[src/cache_pkg.sv]
`default_nettype none

package cache_pkg;

    //////////////////////////////
    // cache status
    //////////////////////////////

    // _D variants write the dirty victim back before the refill
    typedef enum logic [2:0] {
        STAT_NORMAL        = 3'd0,
        STAT_IC_MISS       = 3'd1,
        STAT_DC_MISS       = 3'd2,
        STAT_DC_MISS_D     = 3'd3,
        STAT_DOUBLE_MISS   = 3'd4,
        STAT_DOUBLE_MISS_D = 3'd5
    } cache_status_t;

    //////////////////////////////
    // line geometry
    //////////////////////////////

    localparam int ADDR_W         = 32;
    localparam int DATA_W         = 32;
    localparam int WORDS_PER_LINE = 8;
    localparam int WORD_SEL_W     = 3;
    localparam int BYTE_EN_W      = 4;

    // byte offset in a word, then word offset in a line
    localparam int BYTE_OFF_W = 2;
    localparam int LINE_OFF_W = WORD_SEL_W + BYTE_OFF_W;

    localparam logic [WORD_SEL_W-1:0] COUNT_FINISH = WORD_SEL_W'(WORDS_PER_LINE - 1);

    // memory address source, bit 1 = write-back, bit 0 = data cache
    localparam logic [1:0] RAM_SEL_IC    = 2'b00;
    localparam logic [1:0] RAM_SEL_DC    = 2'b01;
    localparam logic [1:0] RAM_SEL_DC_WB = 2'b11;

endpackage

`default_nettype wire

[src/cache_control.sv]
`timescale 1ns/1ps
`default_nettype none

module cache_control (
    input  wire                             ic_read,
    input  wire                             dc_read,
    input  wire                             dc_write,
    input  wire                             ic_hit,
    input  wire                             ic_valid,
    input  wire                             dc_hit,
    input  wire                             dc_dirty,
    input  wire                             dc_valid,
    input  wire cache_pkg::cache_status_t   status,
    input  wire [cache_pkg::WORD_SEL_W-1:0] counter,
    input  wire [cache_pkg::WORD_SEL_W-1:0] ic_word_sel,
    input  wire [cache_pkg::WORD_SEL_W-1:0] dc_word_sel,
    input  wire [cache_pkg::BYTE_EN_W-1:0]  dc_byte_w_en,
    output logic                            ic_enable,
    output logic                            ic_cmp,
    output logic                            ic_write,
    output logic                            ic_valid_in,
    output logic                            dc_enable,
    output logic                            dc_cmp,
    output logic                            dc_write_out,
    output logic                            dc_valid_in,
    output logic                            ram_en,
    output logic                            ram_write,
    output logic [1:0]                      ram_addr_sel,
    output cache_pkg::cache_status_t        status_next,
    output logic [cache_pkg::WORD_SEL_W-1:0] counter_next,
    output logic [cache_pkg::WORD_SEL_W-1:0] ic_word_sel_out,
    output logic [cache_pkg::WORD_SEL_W-1:0] dc_word_sel_out,
    output logic [cache_pkg::BYTE_EN_W-1:0] ic_byte_w_en,
    output logic [cache_pkg::BYTE_EN_W-1:0] dc_byte_w_en_out
);
    import cache_pkg::*;

    logic last_word;
    logic ic_miss;
    logic dc_miss;

    assign last_word = (counter == COUNT_FINISH);

    // miss terms only matter in normal status
    assign ic_miss = ic_read & ~(ic_hit & ic_valid);
    assign dc_miss = (dc_read | dc_write) & ~(dc_hit & dc_valid);

    always_comb begin
        // idle caches and memory, counter steps through the line
        ic_enable        = 1'b0;
        ic_cmp           = 1'b0;
        ic_write         = 1'b0;
        ic_valid_in      = 1'b1;
        ic_word_sel_out  = counter;
        ic_byte_w_en     = '0;
        dc_enable        = 1'b0;
        dc_cmp           = 1'b0;
        dc_write_out     = 1'b0;
        dc_valid_in      = 1'b1;
        dc_word_sel_out  = counter;
        dc_byte_w_en_out = '0;
        ram_en           = 1'b0;
        ram_write        = 1'b0;
        ram_addr_sel     = RAM_SEL_IC;
        status_next      = status;
        counter_next     = last_word ? '0 : counter + 1'b1;

        case (status)
            STAT_IC_MISS, STAT_DOUBLE_MISS: begin
                // refill icache, dcache looked up on the same line
                ic_enable    = 1'b1;
                ic_write     = 1'b1;
                ic_byte_w_en = '1;
                dc_enable    = 1'b1;
                dc_cmp       = 1'b1;
                // memory idle when dcache supplies the words
                ram_en       = ~(dc_hit & dc_valid);
                ram_addr_sel = RAM_SEL_IC;
                if (last_word) begin
                    status_next = (status == STAT_DOUBLE_MISS) ? STAT_DC_MISS : STAT_NORMAL;
                end
            end
            STAT_DC_MISS: begin
                dc_enable        = 1'b1;
                dc_write_out     = 1'b1;
                dc_byte_w_en_out = '1;
                ram_en           = 1'b1;
                ram_addr_sel     = RAM_SEL_DC;
                if (last_word) begin
                    status_next = STAT_NORMAL;
                end
            end
            STAT_DC_MISS_D, STAT_DOUBLE_MISS_D: begin
                // victim words out of dcache into memory
                dc_enable    = 1'b1;
                ram_en       = 1'b1;
                ram_write    = 1'b1;
                ram_addr_sel = RAM_SEL_DC_WB;
                if (last_word) begin
                    status_next = (status == STAT_DOUBLE_MISS_D) ? STAT_DOUBLE_MISS
                                                                 : STAT_DC_MISS;
                end
            end
            default: begin
                // normal: serve the cpu, pick the next status by priority
                ic_enable        = ic_read;
                ic_cmp           = 1'b1;
                ic_word_sel_out  = ic_word_sel;
                dc_enable        = dc_read | dc_write;
                dc_cmp           = 1'b1;
                dc_write_out     = dc_write;
                dc_word_sel_out  = dc_word_sel;
                dc_byte_w_en_out = dc_byte_w_en;
                counter_next     = '0;
                if (dc_miss && ic_miss) begin
                    status_next = dc_dirty ? STAT_DOUBLE_MISS_D : STAT_DOUBLE_MISS;
                end else if (dc_miss) begin
                    status_next = dc_dirty ? STAT_DC_MISS_D : STAT_DC_MISS;
                end else if (ic_miss) begin
                    status_next = STAT_IC_MISS;
                end else begin
                    status_next = STAT_NORMAL;
                end
            end
        endcase
    end

    // every phase starts from word 0, so normal never sees a moved counter
    always_comb begin
        assert final (status != STAT_NORMAL || counter == '0)
            else $error("word counter nonzero in normal status");
    end

endmodule

`default_nettype wire

[config.mk]
export PLATFORM = sky130hd
export DESIGN_NAME = cache_control
export DESIGN_NICKNAME = d
export VERILOG_FILES = /design/src/cache_pkg.sv /design/src/cache_control.sv
export SDC_FILE = /design/constraint.sdc
export NUM_CORES = 1
export LEC_CHECK = 0
export ABC_AREA = 1
export BUFFER_PORTS_ARGS = -buffer_cell sky130_fd_sc_hd__buf_2
export CAP_MARGIN = 20
export CORE_MARGIN = 2
export CORE_UTILIZATION = 35
export DETAILED_ROUTE_END_ITERATION = 6
export PLACE_DENSITY = 0.94
export SETUP_SLACK_MARGIN = 0.5
export SLEW_MARGIN = 20
export SYNTH_ARGS = -nofsm -noshare
export SYNTH_HDL_FRONTEND = slang
export SYNTH_SLANG_ARGS = --single-unit
[constraint.sdc]
create_clock -name vclk -period 1.4
set_input_delay 0.28 -clock vclk [all_inputs]
set_output_delay 0.28 -clock vclk [all_outputs]
set_load 0.05 [all_outputs]
==> summary.txt, run 1 <==
Status
  • Status: did not finish
  • Exit stage: clock tree synthesis
  • Err: [ERROR DPL-0038] Utilization greater than 100%, impossible to legalize

Place
  • Placed cells: 168
  • Worst slack, placed: -0.367 ns
  • Post-DP HPWL: 1610 µm
  • RePlAce Congestion: 0.809
  • Placed cell area: 1080 µm²
  • Port bufs: 54

Synth
  • Ys Warns: 0
  • Top cells by area, synth: nand2_1, inv_1, buf_4, ha_1, nand3_1
  • Average size of a mapped cell: 5.17 µm²
  • Area leader, netlist: nand2_1
  • Cell variety after synth: 17
  • Mapped Cells: 93
  • Yosys top cell area share: 0.273
  • Part of the Yosys area used for sequential elements: 0
  • Post-synthesis cell area: 480 µm²

Floorplanning
  • Io pins: 56
  • Die width: 41.1 µm
  • Die Span Y: 41.1 µm
  • Row cnt: 13
  • Initial Util: 0.374

Clocking
  • Setup bufs post-CTS: 6
  • Post-CTS Resized: 116
  • Hold buffers post-CTS: 0
## logic make-up after synthesis
logic type	share of synthesized area
and+or+nand+nor	0.510
buffers and inverters	0.289
AOI/OAI and AO/OA	0.115
adders and majority gates	0.0781
other	0.00781
## cells in the mapped netlist
library cell / number
nand3_1: 6
o21ai_0: 4
nand2_1: 35
inv_1: 16
nand3b_1: 3
conb_1: 1
buf_6: 2
a21oi_1: 1
buf_4: 7
o21ai_1: 6
nand2_4: 1
nor2_2: 1
inv_2: 1
ha_1: 3
nor2_1: 3
nand2_2: 2
nor2_8: 1
## per-stage QoR
step	hold WS, ns	TNS, ns
3_3_place_gp	0.955	-4.80
2_1_floorplan	0.698	-0.404
3_5_place_dp	0.959	-6.42
==> run 2, diff against run 1 <==
CORE_AREA = 2 2 63 65   (was default)
CORE_MARGIN = default   (was 2)
CORE_UTILIZATION = default   (was 35)
DIE_AREA = 0 0 65 67   (was default)
PLACE_DENSITY = default   (was 0.94)
PLACE_DENSITY_LB_ADDON = 0.15   (was default)
SETUP_SLACK_MARGIN = default   (was 0.5)
==> summary.txt, run 2 <==
Status
  • Status: finished with violations
  • Failing checks: setup timing

Synth
  • Part of the Yosys area used for sequential elements: 0 (unchanged)
  • Yosys top cell area share: 0.273 (unchanged)
  • Average size of a mapped cell: 5.17 µm² (unchanged)
  • Ys Warns: 0 (unchanged)
  • Commonest cells in the netlist: nand2_1, inv_1, buf_4
  • Most frequent cell after synthesis: nand2_1
  • Post-synthesis cell area: 480 µm² (unchanged)
  • Cell variety after synth: 17 (unchanged)
  • Mapped Cells: 93 (unchanged)
  • Area leader, netlist: nand2_1
  • Top cells by area, synth: nand2_1, inv_1, buf_4, ha_1, nand3_1

Routing
  • Remaining DRCs: 0
  • DR vias: 771
  • Via density: 3.78
  • Routed Antenna Nets: 0
  • TritonRoute pass-1 iters: 3
  • DRC violation total after the first TritonRoute iteration: 18
  • Final wirelength: 1990 µm
  • Avg WL per Cell: 9.77 µm

Place
  • Placed cell area: 1000 µm² (-6.7%)
  • Post-DP HPWL: 1490 µm (-7.8%)
  • Port bufs: 54 (unchanged)
  • RePlAce Congestion: 0.716 (-12%)

Finish
  • Share of layout cells above drive strength 1: 0.756
  • Sequential cell count: 0
  • Commonest cells after routing, fill and taps aside: buf_2, nand2_1, buf_4, buf_6, buf_8
  • Leading cell type in the layout, fill and taps excluded: buf_2
  • Diode count: 0
  • Area Growth Syn to Fin: 194%
  • Final #Nets: 185
  • CLK BUF: 0
  • Post-route cell area: 1410 µm²
  • Sequential Area: 0 µm²
  • Post-layout util: 0.392

Floorplanning
  • Row cnt: 22 (+9)
  • Initial Util: 0.133 (-0.241)
  • Die width: 65 µm (+58%)
  • Core Footprint: 3610 µm²
  • Io pins: 56 (unchanged)
  • Die Area: 4360 µm²
  • Die Span Y: 67 µm (+63%)

Worst setup path
  • CP peak stage delay: 0.15 ns
  • Kind of critical path: primary input to output port
  • CP max stage cell: buf_12
  • Worst path arrival time: 1.14 ns
  • CP required: 1.12 ns
  • Nature of the critical path startpoint: primary input
  • CP Capture Type: output port
  • Worst-path fanout max: 10
  • CP Cell Sequence: buf_12 -> inv_8 -> nand2_4 -> nand2_4 -> nor2_8 -> buf_12 -> nand3_2 -> nand2_4 -> buf_8
  • CP dominant cell by count: nand2_4

GRT
  • First-pass GRT wire length: 2970 µm
  • Largest net degree at the start of global routing: 11
  • Initial antenna violation count: 0
  • Gr usage total: 0.0827
  • Grt ovf: 0
  • Vias in the first global route: 672

Flow run
  • Max-cap violation count: 0

Power and ir drop
  • LEAKAGE: 0.736 nW
  • P per Cell Area: 591 nW/µm²
  • Switching Fraction: 0.607
  • Worst vdd ir: 0.000247 V
  • P_int: 328 µW
  • Sw power: 507 µW
  • Combinational group share of total power: 1.000
  • Power Total: 835 µW
  • Clock Power Share: 0
  • Reg power frac: 0

STA
  • Period minus WS final: 1.42 ns
  • Setup ws final: -0.0242 ns
  • Max Fclk: 702 MHz
  • RSZ-0062 raised after global routing: yes
  • Max-slew violation count: 0
  • Setup TNS: -0.0362 ns
  • Final setup viols: 3
  • Fin crit share: 1.02
  • Final count of hold timing violations: 0

Clocking
  • Hold buffers post-CTS: 0 (unchanged)

Hold path
  • Worst Hold Class: primary input to output port
-- run 2: area by class of cell --
class | count | area (µm²)
tap | 48 | 60.1
timing repair buffer | 71 | 679
multi-input combinational | 68 | 589
fill | 381 | 2190
inverter | 17 | 85.1
-- run 2: worst paths after layout --
path	from	to	slack (ns)	cells after the start
max	status[2]	status_next[0]	-0.02	9
min	dc_word_sel[1]	dc_word_sel_out[1]	0.90	4
-- run 2: metrics by stage --
step / hold slack (ns) / worst slack (ns) / instances
3_3_place_gp: 0.943 / -0.242 / 201
6_report: 0.902 / -0.0242 / 204
5_1_grt: 0.913 / -0.0764 / 204
2_1_floorplan: 0.685 / -0.135 / 94
4_1_cts: 0.885 / -0.112 / 204
3_5_place_dp: 0.945 / -0.252 / 201
-- run 2: critical path: cells and delay by family --
kind / cells / cell delay (ns)
simple gates: 5 / 0.44
buf+inv: 4 / 0.43
-- run 2: logic make-up (layout without fill, tap and decap cells) --
| group | count (synthesis) | in the layout | share of synthesized area |
|---|---|---|---|
| fa+ha+maj | 3 | 3 | 0.0781 |
| buf+inv | 26 | 88 | 0.289 |
| compound gates | 11 | 11 | 0.115 |
| simple gates | 52 | 52 | 0.510 |
| other cells | 1 | 2 | 0.00781 |
-- run 2: routing by layer --
layer  GRT usage  wire length [µm]  vias to the layer above
met5           0                 0                        -
met4           0                 0                        0
met3     0.00845               165                        0
met2       0.160              1050                       36
met1       0.104               778                      335
li1            -                 -                      400
-- run 2: power by group through the flow --
stage	logic [mW]	registers, mW	clock network [mW]
6_report	0.835	0	0
3_3_place_gp	0.631	0	0
5_1_grt	0.876	0	0
4_1_cts	0.805	0	0
2_1_floorplan	0.486	0	0
3_5_place_dp	0.635	0	0
-- run 2: what timing repair did --
item	CTS	global route
pin swaps	6	5
hold endpoints to repair	0	0
cloned	1	0
buffers inserted	2	1
gates resized for setup	86	33
setup endpoints to repair	25	28
Power figures use the tool's default switching activity.
